[src/ppu_pkg.sv]
/*
 * PPU shared definitions
 * Frame timing constants, CPU register offsets and the bus and register types
 */

package ppu_pkg;

	// ========================================================================
	// Frame geometry
	// ========================================================================

	// Counter widths, 341 dots and 262 lines both fit in 9 bits
	localparam int DOT_W  = 9;
	localparam int LINE_W = 9;

	localparam logic [DOT_W-1:0]  CYCLES_PER_LINE = 9'd341;
	localparam logic [LINE_W-1:0] LINES_PER_FRAME = 9'd262;

	// Vblank starts on line 241 and ends on the pre-render line
	localparam logic [LINE_W-1:0] VBLANK_LINE    = 9'd241;
	localparam logic [LINE_W-1:0] PRERENDER_LINE = 9'd261;
	// Flag changes as the counter leaves this dot
	localparam logic [DOT_W-1:0]  VBLANK_DOT     = 9'd1;

	// ========================================================================
	// CPU register window, mirrored every 8 bytes on the CPU side
	// ========================================================================

	localparam logic [2:0] REG_CTRL    = 3'd0;
	localparam logic [2:0] REG_MASK    = 3'd1;
	localparam logic [2:0] REG_STATUS  = 3'd2;
	localparam logic [2:0] REG_OAMADDR = 3'd3;
	localparam logic [2:0] REG_OAMDATA = 3'd4;
	localparam logic [2:0] REG_SCROLL  = 3'd5;
	localparam logic [2:0] REG_ADDR    = 3'd6;
	localparam logic [2:0] REG_DATA    = 3'd7;

	// VRAM address step after a PPUDATA access
	localparam logic [14:0] INC_ACROSS = 15'd1;
	localparam logic [14:0] INC_DOWN   = 15'd32;

	// One CPU access, wr and rd are never high together
	typedef struct packed {
		logic       wr;
		logic       rd;
		logic [2:0] addr;
		logic [7:0] wdata;
	} cpu_bus_t;

	// Upper six bits of PPUCTRL, same order as the register byte 7..2
	typedef struct packed {
		logic nmi_enable;
		// Master/slave select, stored but not used
		logic spare;
		logic sprite_size;
		logic bg_table;
		logic sprite_table;
		// 0 steps across (1), 1 steps down (32)
		logic increment;
	} ppu_ctrl_t;

	// Scroll layout of the 15-bit VRAM address register
	typedef struct packed {
		logic [2:0] fine_y;
		logic [1:0] nametable;
		logic [4:0] coarse_y;
		logic [4:0] coarse_x;
	} vram_scroll_t;

	// Same word seen as scroll fields or as a flat address
	typedef union packed {
		vram_scroll_t scroll;
		logic [14:0]  flat;
	} vram_addr_u;

	// Request on the external VRAM bus
	typedef struct packed {
		logic [13:0] addr;
		logic [7:0]  wdata;
		logic        wr;
		logic        rd;
	} vram_req_t;

endpackage
[src/ppu_top.sv]
/*
 * PPU CPU-facing core
 * Register window, scroll and address logic, PPUDATA port and frame timing
 */

module ppu_top (
	input  logic               CLK,
	input  logic               RESET,
	input  ppu_pkg::cpu_bus_t  cpu,
	output logic [7:0]         cpu_rdata,
	output logic               nmi,
	output ppu_pkg::vram_req_t vram,
	input  logic [7:0]         vram_rdata
);

	// Decoded register pulses
	logic ctrl_wr;
	logic scroll_wr;
	logic addr_wr;
	logic data_wr;
	logic data_rd;
	logic status_rd;
	logic [7:0] wdata;

	ppu_pkg::ppu_ctrl_t  ctrl;
	ppu_pkg::vram_addr_u vram_addr;
	logic [7:0]          read_buffer;
	logic                vblank;

	// ========================================================================
	// CPU register window
	// ========================================================================

	ppu_regs u_regs (
		.CLK         (CLK),
		.RESET       (RESET),
		.cpu         (cpu),
		.vblank      (vblank),
		.read_buffer (read_buffer),
		.ctrl        (ctrl),
		.ctrl_wr     (ctrl_wr),
		.scroll_wr   (scroll_wr),
		.addr_wr     (addr_wr),
		.data_wr     (data_wr),
		.data_rd     (data_rd),
		.status_rd   (status_rd),
		.wdata       (wdata),
		.cpu_rdata   (cpu_rdata)
	);

	// Toggle plus t and v registers
	ppu_scroll_addr u_scroll_addr (
		.CLK       (CLK),
		.RESET     (RESET),
		.ctrl      (ctrl),
		.ctrl_wr   (ctrl_wr),
		.scroll_wr (scroll_wr),
		.addr_wr   (addr_wr),
		.data_wr   (data_wr),
		.data_rd   (data_rd),
		.status_rd (status_rd),
		.wdata     (wdata),
		.vram_addr (vram_addr)
	);

	// ========================================================================
	// VRAM side and timing
	// ========================================================================

	ppu_data_port u_data_port (
		.CLK         (CLK),
		.RESET       (RESET),
		.data_wr     (data_wr),
		.data_rd     (data_rd),
		.wdata       (wdata),
		.vram_addr   (vram_addr),
		.vram_rdata  (vram_rdata),
		.vram        (vram),
		.read_buffer (read_buffer)
	);

	ppu_frame_timing u_frame_timing (
		.CLK        (CLK),
		.RESET      (RESET),
		.nmi_enable (ctrl.nmi_enable),
		.status_rd  (status_rd),
		.vblank     (vblank),
		.nmi        (nmi)
	);

endmodule

[src/ppu_frame_timing.sv]
/*
 * PPU frame timing
 * 341 dot by 262 line counter with the vblank flag and the NMI level
 */

module ppu_frame_timing (
	input  logic CLK,
	input  logic RESET,
	input  logic nmi_enable,
	input  logic status_rd,
	output logic vblank,
	output logic nmi
);

	logic [ppu_pkg::DOT_W-1:0]  dot;
	logic [ppu_pkg::LINE_W-1:0] line;
	// Last dot of a line and last line of a frame
	logic end_of_line;
	logic end_of_frame;
	// Fixed flag edges
	logic vblank_set;
	logic vblank_clr;

	assign end_of_line  = (dot == ppu_pkg::CYCLES_PER_LINE - 9'd1);
	assign end_of_frame = (line == ppu_pkg::LINES_PER_FRAME - 9'd1);

	assign vblank_set = (dot == ppu_pkg::VBLANK_DOT) && (line == ppu_pkg::VBLANK_LINE);
	assign vblank_clr = (dot == ppu_pkg::VBLANK_DOT) && (line == ppu_pkg::PRERENDER_LINE);

	// ========================================================================
	// Dot and scanline counter
	// ========================================================================

	always_ff @(posedge CLK) begin
		if (RESET) begin
			dot  <= '0;
			line <= '0;
		end else if (end_of_line) begin
			dot <= '0;
			// Wrap to line 0 after the pre-render line
			line <= end_of_frame ? '0 : line + 9'd1;
		end else begin
			dot <= dot + 9'd1;
		end
	end

	// ========================================================================
	// Vblank flag and NMI
	// ========================================================================

	// Setting the flag wins over a status read on the same edge
	always_ff @(posedge CLK) begin
		if (RESET) begin
			vblank <= 1'b0;
		end else if (vblank_set) begin
			vblank <= 1'b1;
		end else if (vblank_clr || status_rd) begin
			vblank <= 1'b0;
		end
	end

	// Active-high level, one cycle behind its inputs
	always_ff @(posedge CLK) begin
		if (RESET) begin
			nmi <= 1'b0;
		end else begin
			nmi <= nmi_enable & vblank;
		end
	end

endmodule

[src/ppu_data_port.sv]
/*
 * PPUDATA port
 * Turns data strobes into one-cycle VRAM requests and keeps the read buffer
 */

module ppu_data_port (
	input  logic                CLK,
	input  logic                RESET,
	input  logic                data_wr,
	input  logic                data_rd,
	input  logic [7:0]          wdata,
	input  ppu_pkg::vram_addr_u vram_addr,
	input  logic [7:0]          vram_rdata,
	output ppu_pkg::vram_req_t  vram,
	output logic [7:0]          read_buffer
);

	// Read issued last cycle, data arrives this cycle
	logic rd_pending;

	// ========================================================================
	// Request strobes
	// ========================================================================

	// Each strobe is high for the single cycle after the CPU access
	always_ff @(posedge CLK) begin
		if (RESET) begin
			vram.wr <= 1'b0;
			vram.rd <= 1'b0;
		end else begin
			vram.wr <= data_wr;
			vram.rd <= data_rd;
		end
	end

	// ========================================================================
	// Request payload
	// ========================================================================

	// Address is sampled before the scroll block steps it
	always_ff @(posedge CLK) begin
		if (data_wr || data_rd) begin
			vram.addr <= vram_addr.flat[13:0];
		end
		if (data_wr) begin
			vram.wdata <= wdata;
		end
	end

	// ========================================================================
	// Read buffer
	// ========================================================================

	always_ff @(posedge CLK) begin
		if (RESET) begin
			rd_pending <= 1'b0;
		end else begin
			rd_pending <= vram.rd;
		end
	end

	// Memory answers one cycle after rd
	// CPU sees this byte on its next PPUDATA read
	always_ff @(posedge CLK) begin
		if (RESET) begin
			read_buffer <= '0;
		end else if (rd_pending) begin
			read_buffer <= vram_rdata;
		end
	end

endmodule

[src/ppu_scroll_addr.sv]
/*
 * PPU scroll and address registers
 * Shared write toggle, temporary (t) and current (v) VRAM address
 */

module ppu_scroll_addr (
	input  logic                CLK,
	input  logic                RESET,
	input  ppu_pkg::ppu_ctrl_t  ctrl,
	input  logic                ctrl_wr,
	input  logic                scroll_wr,
	input  logic                addr_wr,
	input  logic                data_wr,
	input  logic                data_rd,
	input  logic                status_rd,
	input  logic [7:0]          wdata,
	output ppu_pkg::vram_addr_u vram_addr
);

	// Write toggle shared by PPUSCROLL and PPUADDR
	logic toggle;
	// Temporary address, built up by register writes
	ppu_pkg::vram_addr_u temp_addr;
	// Address step picked by PPUCTRL bit 2
	logic [14:0] step;

	assign step = ctrl.increment ? ppu_pkg::INC_DOWN : ppu_pkg::INC_ACROSS;

	// ========================================================================
	// Write toggle
	// ========================================================================

	always_ff @(posedge CLK) begin
		if (RESET) begin
			toggle <= 1'b0;
		end else if (status_rd) begin
			// Status read rearms the first write
			toggle <= 1'b0;
		end else if (scroll_wr || addr_wr) begin
			toggle <= ~toggle;
		end
	end

	// ========================================================================
	// Temporary address
	// ========================================================================

	always_ff @(posedge CLK) begin
		if (RESET) begin
			temp_addr <= '0;
		end else if (ctrl_wr) begin
			// Base nametable select
			temp_addr.scroll.nametable <= wdata[1:0];
		end else if (scroll_wr) begin
			if (!toggle) begin
				// First write is X, fine X is not kept
				temp_addr.scroll.coarse_x <= wdata[7:3];
			end else begin
				// Second write is Y
				temp_addr.scroll.coarse_y <= wdata[7:3];
				temp_addr.scroll.fine_y   <= wdata[2:0];
			end
		end else if (addr_wr) begin
			if (!toggle) begin
				// High byte first, only 6 bits reach the address
				temp_addr.flat[13:8] <= wdata[5:0];
				temp_addr.flat[14]   <= 1'b0;
			end else begin
				temp_addr.flat[7:0] <= wdata;
			end
		end
	end

	// ========================================================================
	// Current address
	// ========================================================================

	always_ff @(posedge CLK) begin
		if (RESET) begin
			vram_addr <= '0;
		end else if (addr_wr && toggle) begin
			// Low byte completes the pair and is copied over with it
			vram_addr.flat <= {temp_addr.flat[14:8], wdata};
		end else if (data_wr || data_rd) begin
			// Step after every PPUDATA access, wraps in 15 bits
			vram_addr.flat <= vram_addr.flat + step;
		end
	end

endmodule

[src/ppu_regs.sv]
/*
 * PPU register window
 * Decodes CPU strobes into per-register pulses, stores PPUCTRL, builds read data
 */

module ppu_regs (
	input  logic              CLK,
	input  logic              RESET,
	input  ppu_pkg::cpu_bus_t cpu,
	input  logic              vblank,
	input  logic [7:0]        read_buffer,
	output ppu_pkg::ppu_ctrl_t ctrl,
	output logic              ctrl_wr,
	output logic              scroll_wr,
	output logic              addr_wr,
	output logic              data_wr,
	output logic              data_rd,
	output logic              status_rd,
	output logic [7:0]        wdata,
	output logic [7:0]        cpu_rdata
);

	// ========================================================================
	// Strobe decode
	// ========================================================================

	// Pulses last exactly as long as the CPU strobe
	assign ctrl_wr   = cpu.wr && (cpu.addr == ppu_pkg::REG_CTRL);
	assign scroll_wr = cpu.wr && (cpu.addr == ppu_pkg::REG_SCROLL);
	assign addr_wr   = cpu.wr && (cpu.addr == ppu_pkg::REG_ADDR);
	assign data_wr   = cpu.wr && (cpu.addr == ppu_pkg::REG_DATA);
	assign data_rd   = cpu.rd && (cpu.addr == ppu_pkg::REG_DATA);
	assign status_rd = cpu.rd && (cpu.addr == ppu_pkg::REG_STATUS);

	// Data byte goes straight on to the address and data blocks
	assign wdata = cpu.wdata;

	// PPUCTRL keeps bits 7..2, the nametable bits live in the temp address
	always_ff @(posedge CLK) begin
		if (RESET) begin
			ctrl <= '0;
		end else if (ctrl_wr) begin
			ctrl <= ppu_pkg::ppu_ctrl_t'(cpu.wdata[7:2]);
		end
	end

	// ========================================================================
	// Read data
	// ========================================================================

	always_ff @(posedge CLK) begin
		if (RESET) begin
			cpu_rdata <= '0;
		end else if (cpu.rd) begin
			case (cpu.addr)
				// Write-only registers read back as zero
				ppu_pkg::REG_CTRL,
				ppu_pkg::REG_MASK: cpu_rdata <= '0;
				// Sprite 0 hit and overflow are not modelled
				// Low five bits are open bus and keep the last value
				ppu_pkg::REG_STATUS: cpu_rdata <= {vblank, 2'b00, cpu_rdata[4:0]};
				// Buffered read, returns the byte fetched by the previous access
				ppu_pkg::REG_DATA: cpu_rdata <= read_buffer;
				// OAM and the write-twice registers leave the bus alone
				ppu_pkg::REG_OAMADDR,
				ppu_pkg::REG_OAMDATA,
				ppu_pkg::REG_SCROLL,
				ppu_pkg::REG_ADDR: cpu_rdata <= cpu_rdata;
				default: cpu_rdata <= cpu_rdata;
			endcase
		end
	end

endmodule

[config.mk]
export PLATFORM = sky130hd
export DESIGN_NAME = ppu_top
export DESIGN_NICKNAME = d
export VERILOG_FILES = /design/src/ppu_pkg.sv /design/src/ppu_top.sv /design/src/ppu_frame_timing.sv /design/src/ppu_data_port.sv /design/src/ppu_scroll_addr.sv /design/src/ppu_regs.sv
export SDC_FILE = /design/constraint.sdc
export NUM_CORES = 1
export LEC_CHECK = 0
export ABC_AREA = 1
export BUFFER_PORTS_ARGS = -buffer_cell sky130_fd_sc_hd__buf_2
export CAP_MARGIN = 20
export CORE_ASPECT_RATIO = 1.25
export CORE_UTILIZATION = 45
export DETAILED_ROUTE_END_ITERATION = 6
export GPL_TIMING_DRIVEN = 0
export PLACE_DENSITY = 0.71
export SLEW_MARGIN = 25
export SYNTH_ARGS = -nofsm -noshare
export SYNTH_HDL_FRONTEND = slang
export SYNTH_SLANG_ARGS = --single-unit
[constraint.sdc]
create_clock -name CLK -period 2.3 [get_ports CLK]
set_clock_uncertainty 0.2 [all_clocks]
set_input_delay 0.23 -clock CLK [delete_from_list [all_inputs] [get_ports CLK]]
set_output_delay 0.23 -clock CLK [all_outputs]
set_load 0.03 [all_outputs]
# Word-level counts from Yosys, hierarchy flattened
# Cells that the tools add are included.
[word_totals] latch_bits=0 in_bits=23 register_bits=86 memories=0 mem_bits_rw=0 output_inout_bits=33 wordCells=83 romBits=0
[op_classes] n_mul=0 div_mod_pow=0 bitwise=5 n_shift=0 muxes=17 n_eq_ne=15 n_reduce_logical=25 n_lt_le_gt_ge=0 addsub=3
[op_table] op="$mux 15" n=3
[op_table] op="$pmux 8 s3" n=1
[op_table] op="$add 9x1->9 const B" n=2
[op_table] op="$eq 9x9->1 const B" n=2
[op_table] op="$add 15x15->15" n=1
[op_table] op="$eq 3x3->1 const B" n=4
[op_table] op="$mux 10" n=1
[op_table] op="$mux 5" n=2
[op_table] op="$eq 9x1->1 const B" n=1
[op_table] op="$eq 9x8->1 const B" n=1
[op_table] op="$logic_and 1x1->1" n=9
[op_table] op="$mux 9" n=1
[op_table] op="$mux 8" n=1
[op_table] op="$reduce_bool 2->1" n=4
[op_table] op="$mux 7" n=1
[op_table] op="$eq 3x2->1 const B" n=2
[op_table] op="$mux 3" n=2
[op_table] op="$mux 6" n=1
[op_table] op="$ne 2x2->1 const B" n=3
[op_table] op="$reduce_and 3->1" n=2
[op_table] op="$reduce_or 2->1" n=3
[op_table] op="$mux 2" n=2
[op_table] op="$not 1->1" n=4
[op_table] op="$reduce_and 4->1" n=1
[op_table] op="other kinds (8)" n=11

# Longest topological paths before layout
# Gate-level depths: netlist (run 1).
[depth] ltp_word=5 ltp_mapped=11 depth_no_buf=11

# Hierarchy
# From an unflattened synthesis (run 1), not the netlist that was laid out.
[hier_totals] cells_unflattened=573 hier_area_um2=4388.0
[by_module_without_submodules] mod="ppu_scroll_addr" cells_per_inst=211 area_each_um2=1425.1 n_inst=1 seq_area_each_um2=460.4
[by_module_without_submodules] mod="ppu_frame_timing" cells_per_inst=175 area_each_um2=1156.1 n_inst=1 seq_area_each_um2=400.4
[by_module_without_submodules] mod="ppu_data_port" cells_per_inst=83 area_each_um2=1088.5 n_inst=1 seq_area_each_um2=880.8
[by_module_without_submodules] mod="ppu_regs" cells_per_inst=104 area_each_um2=718.2 n_inst=1 seq_area_each_um2=280.3

# Worst setup path after synthesis (run 1)
# No wires, ideal clock.
[synth_path] path_type="register -> register" startpoint="register u_frame_timing.dot[0] in the netlist's numbering" endpoint="register u_frame_timing.line[0] in the netlist's numbering" path_buffers=0 path_stages_with_launch=8 setup_slack_ps=657 setup_ps=132 synth_period_minus_slack_ps=1643 arrival_time_ps=1310 required_time_ps=1968 cell_sequence="dfxtp_1 -> inv_1 -> ha_1 -> nand3_1 -> nor3_2 -> inv_2 -> nand2_1 -> a21oi_1"
[synth_via] elab_chain_cells=1
[synth_rtl] element="from (decl)" line="ppu_frame_timing.sv:15" source="logic [ppu_pkg::DOT_W-1:0] dot;"
[synth_rtl] element="from (signal assigned)" line="ppu_frame_timing.sv:43" source="dot <= dot + 9'd1;"
[synth_rtl] element="$eq 9x9->1" line="ppu_frame_timing.sv:24" source="assign end_of_line = (dot == ppu_pkg::CYCLES_PER_LINE - 9'd1);"
[synth_rtl] element="to (signal assigned)" line="ppu_frame_timing.sv:41" source="line <= end_of_frame ? '0 : line + 9'd1;"
[synth_rtl] element="to (decl)" line="ppu_frame_timing.sv:16" source="logic [ppu_pkg::LINE_W-1:0] line;"
# Every way passes these cells.
# A chain may end at the register's enable or synchronous reset.

# Final worst setup path (run 1)
[layout_path] startpoint="register u_frame_timing.dot[0] in the netlist's numbering" endpoint="register u_frame_timing.line[1] in the netlist's numbering"
# Same word-level chain as after synthesis.

==> flow_summary.ini, run 1 <==
[drt]
first_iter_violations = 252
viasPerCell = 5.281
drc = 0
routedWlPerCell_microns = 13.57
totalWireLength_mm = 9.417
drt-pass1-iter-count = 7
ant_nets = 0
vias = 3665

[yosys]
yosys_warnings = 0
yosys.area_share.simple_pct = 29.49
synth_cell_types = 36
synth_most_common_cell = nand2_1
ys_seq_elements = 84
synthTopCellsByArea = dfxtp_1, edfxtp_1, nand2_1, nand3_1, nor2_1
synth_area_sq_um = 3913
synth_edf_count = 22
synth_xor_area_share_pct = 1.343
synth_top_family_by_area = simple AND/OR/NAND/NOR gates
synth_flop_cell = dfxtp_1
synthCells = 508
synthMuxAreaShare_pct = 0
synth-seq-area-share_pct = 48.61
syn_area_per_cell_sq_um = 7.702
synth_common_cells = nand2_1, nor2_1, dfxtp_1
yosysTopAreaCellShare_pct = 31.72
synth-adder-area-share_pct = 2.558
synth_compound_area_share_pct = 10.27
syn_nets = 539
yosysTopAreaCell = dfxtp_1
async_reset_ff_share_pct = 0

[clock_tree]
hold_buffers = 18
htreeDepth = 3
root_buffer = clkbuf_8
clk_latency_ns = 0.36
cts-buffers-inserted = 9
clock_sinks = 84
cts_resized = 0
cts.clk_slew.worst_paths_ns = 0.08
cts_tree = yes
postCtsSetupRepairBufs = 0
cts_buffer_depth = 2

[global_routing]
overflow = 0
grt_pass1_wl_mm = 15.55
first_global_vias = 3540
grtUsageTotal_pct = 21.87
grt_max_degree = 24
antenna_found_initial = 0

[floorplanning]
start_util_pct = 46.95
core-area_sq_um = 8333
ios = 56
die_x_microns = 85.40
rows = 37
die_h_microns = 106.3
dieArea_sq_um = 9074

[critical_path]
worstPathRequired_ns = 2.33
critPathKind = reg2reg
crit_path_end_kind = register
path_cells = inv_1, ha_1, nand3_1, nor3_2, inv_2, nand2_1, a21oi_1
startpoint_type = register
cpPeakStageDelay_ns = 0.59
slowest_stage = nor3_2
cp.arrival_ns = 2.05
path_max_fanout = 10

[layout]
num_antenna_cells = 0
area_growth_pct = 20.63
final_net_count = 623
drive_above_1_share_pct = 15.24

[power_and_ir_drop]
ir_drop_mv = 0.3588
leakagePower_nw = 2.016
power-per-cell-area_nw_per_um2 = 622.8
power.total_mw = 2.939

[worst_hold_path]
hp-class = in2reg

[sta]
hold_viol_final = 0
tightest_slew_ns = 0.7882
fin_crit_sh_pct = 88.06
layout_setup_ws_ns = 0.2746
relSlewSlack_pct = 47.26
fmax_ghz = 0.4937
slew_viol_final = 0
period_needed_ns = 2.025
fin_setup_tns_ns = 0
rsz0062_at_grt = no
final-setup-viol-count = 0

[place]
routabilityCongestion = 0.9204
place_ws_ns = 0.2771
portBuffers = 55
dp_hpwl_mm = 6.655

[job]
drv_cap = 0

[status]
status = complete, no violations
-- final cells by class --
class | instances | area, sq um
Fill cell | 744 | 3613
Sequential cell | 84 | 1902
Multi-Input combinational cell | 349 | 1708
Timing Repair Buffer | 73 | 455.4
Inverter | 66 | 250.2
Clock buffer | 13 | 190.2
Tap cell | 97 | 121.4
Buffer | 9 | 52.55
Clock inverter | 3 | 40.04
-- worst paths after layout --
check	start	to	slack, ns	depth (start not counted)
worst min register to register	u_data_port.vram[0]	u_data_port.rd_pending	0.24	2
worst min-delay path	cpu[12]	u_data_port.vram[1]	0.03	3
worst max-delay path	u_frame_timing.dot[0]	u_frame_timing.line[1]	0.27	7
worst max register to register	u_frame_timing.dot[0]	u_frame_timing.line[1]	0.27	7
-- kinds of logic after synthesis --
logic type / Yosys count
fa+ha+maj: 8
flops: 84
compound gates: 72
buf+inv: 75
xor+xnor: 6
simple gates: 263
-- sequential cells by signal, summed over array words and instances, names as in the netlist --
| signal | cells |
|---|---|
| u_data_port.vram | 24 |
| u_scroll_addr.vram_addr | 14 |
| u_frame_timing.dot | 9 |
| u_frame_timing.line | 9 |
| u_data_port.read_buffer | 8 |
| u_regs.cpu_rdata | 8 |
| u_scroll_addr.temp_addr | 6 |
| u_regs.ctrl | 2 |
| u_data_port.rd_pending | 1 |
| u_frame_timing.nmi | 1 |
| u_frame_timing.vblank | 1 |
| u_scroll_addr.toggle | 1 |
-- power breakdown --
part / internal (mW) / switching, mW / leakage, nW / total (mW)
clock network: 0.653 / 0.526 / 0.121 / 1.18
logic: 0.0737 / 0.134 / 1.19 / 0.208
registers: 1.54 / 0.0145 / 0.710 / 1.55
-- worst max-delay path, delay by kind of cell, from the launching register on --
kind / cells / cell delay, ns
AOI/OAI and AO/OA: 1 / 0.07
adders and majority gates: 1 / 0.17
buffers and inverters: 2 / 0.31
DFF: 1 / 0.35
and+or+nand+nor: 3 / 0.80
-- metrics by stage --
step	instance area (sq um)	util (%)	instances	hold slack, ns
floorplan	3913	-	508	0.1287
global placement	4309	51.71	660	0.2124
detailed placement	4309	51.71	660	0.2132
CTS	4720	56.64	694	0.01754
global route	4720	56.64	694	0.02950
finish	4720	56.64	694	0.02672
-- placed cells by master (no fill, tap or decap), types with 10 or more instances in the layout --
master	count
a21oi_1	32
nand2_1	120
dlygate4sd3_1	18
inv_1	61
dfxtp_1	62
buf_2	55
nand3_1	48
nand4_1	10
o21ai_0	27
clkbuf_8	12
nor2_1	64
edfxtp_1	22
-- routing by layer --
layer | GRT usage, % | vias up | share of wire [%] | wire length [microns]
met2 | 38.40 | 107 | 52 | 4907
met3 | 4.891 | 29 | 4.6 | 434
met4 | 12.50 | 0 | 3.0 | 278
met5 | 0 | - | 0 | 0
met1 | 24.07 | 1706 | 40 | 3796
li1 | - | 1823 | - | -
Note: power is estimated with default switching activity, not from simulation.
==> run 2, diff against run 1 <==
--- a/config.mk
+++ b/config.mk
@@ -13,6 +13,7 @@
 export DETAILED_ROUTE_END_ITERATION = 6
 export GPL_TIMING_DRIVEN = 0
 export PLACE_DENSITY = 0.71
+export REMOVE_ABC_BUFFERS = 1
 export SLEW_MARGIN = 25
 export SYNTH_ARGS = -nofsm -noshare
 export SYNTH_HDL_FRONTEND = slang
==> run 2 against run 1 <==
Net effect: clock-buffer cell count increased by 2; die area unchanged; via count shrank 4.2%; sequential power about the same; register-to-register slack lost 0.08 ns; wire length decreased by 8.5%; combinational power shrank 7%; non-clock buffer count down 11; cell count down 1.6%; first-iteration DRC count fell by 40%; sequential cell count is the same; worst setup slack worse by 0.077 ns; critical endpoint is now u_frame_timing.line[3]; largest cell class unchanged.
==> flow_summary.ini, run 2 (same netlist as run 1, synthesis figures left out) <==
[status]
status = complete, no violations

[sta]
fin_setup_tns_ns = 0
final-setup-viol-count = 0
slew_viol_final = 0
layout_setup_ws_ns = 0.1975
fmax_ghz = 0.4756
fin_hold_ws_ns = 0.01723
rsz0062_at_grt = no
period_needed_ns = 2.102
relSlewSlack_pct = 42.66
hold_viol_final = 0
fin_crit_sh_pct = 91.41
tightest_slew_ns = 0.8582

[layout]
num_antenna_cells = 0
layout_common_cells = nand2_1, nor2_1, dfxtp_1, inv_1, buf_2
reg.largest.list = u_data_port.vram (24), u_scroll_addr.vram_addr (14)
drive_above_1_share_pct = 14.33
area_growth_pct = 18.20
largest_reg_flops = 24
layout_commonest_cell = nand2_1
final_net_count = 612
top_register = u_data_port.vram

[global_routing]
antenna_found_initial = 0
grt_pass1_wl_mm = 14.44
first_global_vias = 3369
overflow = 0
grtUsageTotal_pct = 20.47
grt_max_degree = 31

[drt]
ant_nets = 0
viasPerCell = 5.139
drt-pass1-iter-count = 5
vias = 3510
drc = 0
first_iter_violations = 151
routedWlPerCell_microns = 12.62
totalWireLength_mm = 8.620

[clock_tree]
root_buffer = clkbuf_8
cts_resized = 0
cts.clk_slew.worst_paths_ns = 0.08
postCtsSetupRepairBufs = 0
cts_buffer_depth = 2
cts_tree = yes
cts-buffers-inserted = 9
clk_latency_ns = 0.36
clock_sinks = 84
hold_buffers = 16
htreeDepth = 3

[critical_path]
worstPathRequired_ns = 2.31
startpoint_type = register
r2r_start = u_frame_timing.dot[1]
crit_path_end_kind = register
startpoint = u_frame_timing.dot[1]
critPathKind = reg2reg
path_max_fanout = 10
cp.arrival_ns = 2.12

[power_and_ir_drop]
leakagePower_nw = 1.967
ir_drop_mv = 0.3939
power-per-cell-area_nw_per_um2 = 615.6

[worst_hold_path]
hp-start = cpu[11]
hp-class = in2reg

[floorplanning]
start_util_pct = 46.95
core-area_sq_um = 8333
ios = 56
die_h_microns = 106.3
dieArea_sq_um = 9074
die_x_microns = 85.40
rows = 37

[place]
routabilityCongestion = 0.8694
dp_hpwl_mm = 6.083
portBuffers = 55
place_ws_ns = 0.1979

[job]
drv_cap = 0
[run 2: cell count changes in the layout (fill, tap and decap cells not counted), sizes merged]
cell and change:
clkinv -2, clkbuf -3, dlygate4sd3 -2, buf -4
[run 2: final cells by class]
cell class / count / area [sq um]
well taps: 97 / 121.4
inverters: 66 / 250.2
clock buffers: 15 / 177.7
clock inverters: 1 / 30.03
multi-input cells: 349 / 1708
fillers: 801 / 3709
repair buffers: 71 / 435.4
flip-flops and latches: 84 / 1902
[run 2: worst paths after layout]
path,end,depth (start not counted),slack (ns)
max,u_frame_timing.line[3],7,0.20
min,u_scroll_addr.toggle,4,0.02
max reg2reg,u_frame_timing.line[3],7,0.20
min reg2reg,u_data_port.rd_pending,2,0.23
[run 2: report_power, final]
group          leakage (nW)  internal, mW  switching (mW)  total [mW]
Clock                 0.103         0.601           0.500        1.10
Combinational          1.15        0.0673           0.127       0.194
Sequential            0.710          1.54          0.0143        1.55
Total                  1.97          2.21           0.641        2.85
[run 2: stage by stage]
| stage | instance area (sq um) | std cells | power, mW | utilization [%] |
|---|---|---|---|---|
| 3_3_place_gp | 4257 | 651 | 1.756 | 51.08 |
| 4_1_cts | 4624 | 683 | 2.870 | 55.50 |
| 3_5_place_dp | 4257 | 651 | 1.760 | 51.08 |
| 5_1_grt | 4624 | 683 | 2.965 | 55.50 |
| 2_1_floorplan | 3860 | 499 | 1.685 | - |
| 6_report | 4624 | 683 | 2.847 | 55.50 |
[run 2: metal layers]
metal	track usage [%]	vias up	share of wire [%]
li1	-	1807	-
met1	22.75	1594	44
met2	36.86	95	50
met3	4.037	14	4.1
met4	10.12	0	2.1
met5	0	-	0
[run 2: worst max-delay path, stage by stage, from the launching register on]
cell and delay (ns):
dfxtp_1 0.34, inv_1 0.10, ha_1 0.17, nand3_1 0.10
nor3_2 0.64, inv_2 0.23, nand2_1 0.12, a21oi_1 0.07
==> run 3, diff against run 2 <==
==> constraint.sdc (replaced) <==
create_clock -name CLK -period 2.3 [get_ports CLK]
set_clock_uncertainty 0.2 [all_clocks]
set_input_delay 0.575 -clock CLK [delete_from_list [all_inputs] [get_ports CLK]]
set_output_delay 0.575 -clock CLK [all_outputs]
set_load 0.03 [all_outputs]
==> run 3 against run 2 <==
Net effect: sequential power about the same; register-to-register slack hardly changed; worst hold slack better by 0.22 ns; maximum frequency fell by 0.23%; sequential share of layout area rose by 1.5 points; non-clock buffer count decreased by 16; first-iteration DRC count increased by 5.3%; combinational power down 11%; sequential cell count did not move; total power decreased by 0.53%; worst setup slack worse by 0.0048 ns; cell count fell by 2.3%; critical path type unchanged.
==> flow_summary.ini, run 3 (same netlist as run 1, synthesis figures left out) <==
[sta]
fmax_ghz = 0.4746
fin_setup_tns_ns = 0
period_needed_ns = 2.107
hold_viol_final = 0
fin_crit_sh_pct = 91.62
relSlewSlack_pct = 42.59
slew_viol_final = 0
tightest_slew_ns = 0.8592
fin_hold_ws_ns = 0.2328
rsz0062_at_grt = no
final-setup-viol-count = 0

[clock_tree]
clock_sinks = 84
cts_buffer_depth = 2
cts-buffers-inserted = 9
clk_latency_ns = 0.36
cts.clk_slew.worst_paths_ns = 0.08
cts_resized = 0
htreeDepth = 3
cts_tree = yes
root_buffer = clkbuf_8
hold_buffers = 0
postCtsSetupRepairBufs = 0

[power_and_ir_drop]
leakagePower_nw = 1.900
comb_power_share_pct = 6.1
ir_drop_mv = 0.3880
pwr-share-seq_pct = 54.8
switchingPower_uw = 643.8
clockPowerShare_pct = 39.1
power.total_mw = 2.832
p_sw_share_pct = 22.74
power-per-cell-area_nw_per_um2 = 634.3
intPower_mw = 2.188

[layout]
top_register = u_data_port.vram
fill_cells = 819
num_antenna_cells = 0
reg.largest.list = u_data_port.vram (24), u_scroll_addr.vram_addr (14)
layout_commonest_cell = nand2_1
largest_reg_flops = 24
multi_input_comb_area_sq_um = 1708
layout_common_cells = nand2_1, nor2_1, dfxtp_1, inv_1, buf_2
finalNonFillerCells = 667
final_net_count = 596
regArea_sq_um = 1902
drive_above_1_share_pct = 14.74
area_growth_pct = 14.10

[status]
status = complete, no violations

[critical_path]
worstPathRequired_ns = 2.32
path_max_fanout = 10
cp.arrival_ns = 2.12
critPathKind = reg2reg
crit_path_end_kind = register
startpoint_type = register

[global_routing]
grt_pass1_wl_mm = 14.08
grtUsageTotal_pct = 19.96
overflow = 0
first_global_vias = 3250
grt_max_degree = 31
antenna_found_initial = 0

[place]
routabilityCongestion = 0.8694
portBuffers = 55
dp_hpwl_mm = 6.083
placed_cells = 651

[drt]
viasPerCell = 5.175
vias = 3452
ant_nets = 0
drc = 0
first_iter_violations = 159
routedWlPerCell_microns = 12.54
drt-pass1-iter-count = 5
totalWireLength_mm = 8.361

[floorplanning]
start_util_pct = 46.95
dieArea_sq_um = 9074
die_x_microns = 85.40
die_h_microns = 106.3
rows = 37
ios = 56
core-area_sq_um = 8333

[worst_hold_path]
hp-class = reg2reg

[job]
drv_cap = 0
==> run 3: cell count changes in the layout (fill, tap and decap cells not counted) <==
cell	delta
dlygate4sd3_1	-16
==> run 3: layout make-up <==
class                   count  share of cell area (%)
well taps                  97                   2.719
clock inverters             1                  0.6726
repair buffers             55                   6.166
inverters                  66                   5.605
clock buffers              15                   3.980
multi-input cells         349                   38.26
flip-flops and latches     84                   42.60
==> run 3: power groups by stage <==
stage	combinational [mW]	sequential (mW)	clock [mW]
floorplan	0.0804	1.60	0
global placement	0.170	1.59	0
detailed placement	0.173	1.59	0
CTS	0.174	1.55	1.12
global route	0.193	1.55	1.20
finish	0.172	1.55	1.11
==> run 3: worst max-delay path, stage by stage (launching register included) <==
cell,delay (ns)
dfxtp_1,0.34
inv_1,0.10
ha_1,0.17
nand3_1,0.10
nor3_2,0.64
inv_2,0.24
nand2_1,0.12
a21oi_1,0.07
==> run 3: stage by stage <==
| stage | setup WS, ns | utilization, % | cell area (sq um) |
|---|---|---|---|
| 2_1_floorplan | 0.5407 | - | 3860 |
| 3_3_place_gp | -0.1019 | 51.08 | 4257 |
| 3_5_place_dp | -0.1471 | 51.08 | 4257 |
| 4_1_cts | 0.2032 | 53.57 | 4464 |
| 5_1_grt | 0.01840 | 53.57 | 4464 |
| 6_report | 0.1928 | 53.57 | 4464 |
==> run 3: final timing paths <==
path	startpoint	to	slack (ns)	depth (start not counted)
worst max-delay path	u_frame_timing.dot[1]	u_frame_timing.line[3]	0.19	7
worst min-delay path	u_data_port.vram[0]	u_data_port.rd_pending	0.23	2
worst max register to register	u_frame_timing.dot[1]	u_frame_timing.line[3]	0.19	7
worst min register to register	u_data_port.vram[0]	u_data_port.rd_pending	0.23	2
==> run 3: routing by layer <==
metal	vias up	GRT usage, %	part of all wire (%)
met1	1553	22.95	44
met3	16	4.037	4.6
met4	0	10.12	2.3
met2	105	34.86	49
met5	-	0	0
li1	1778	-	-
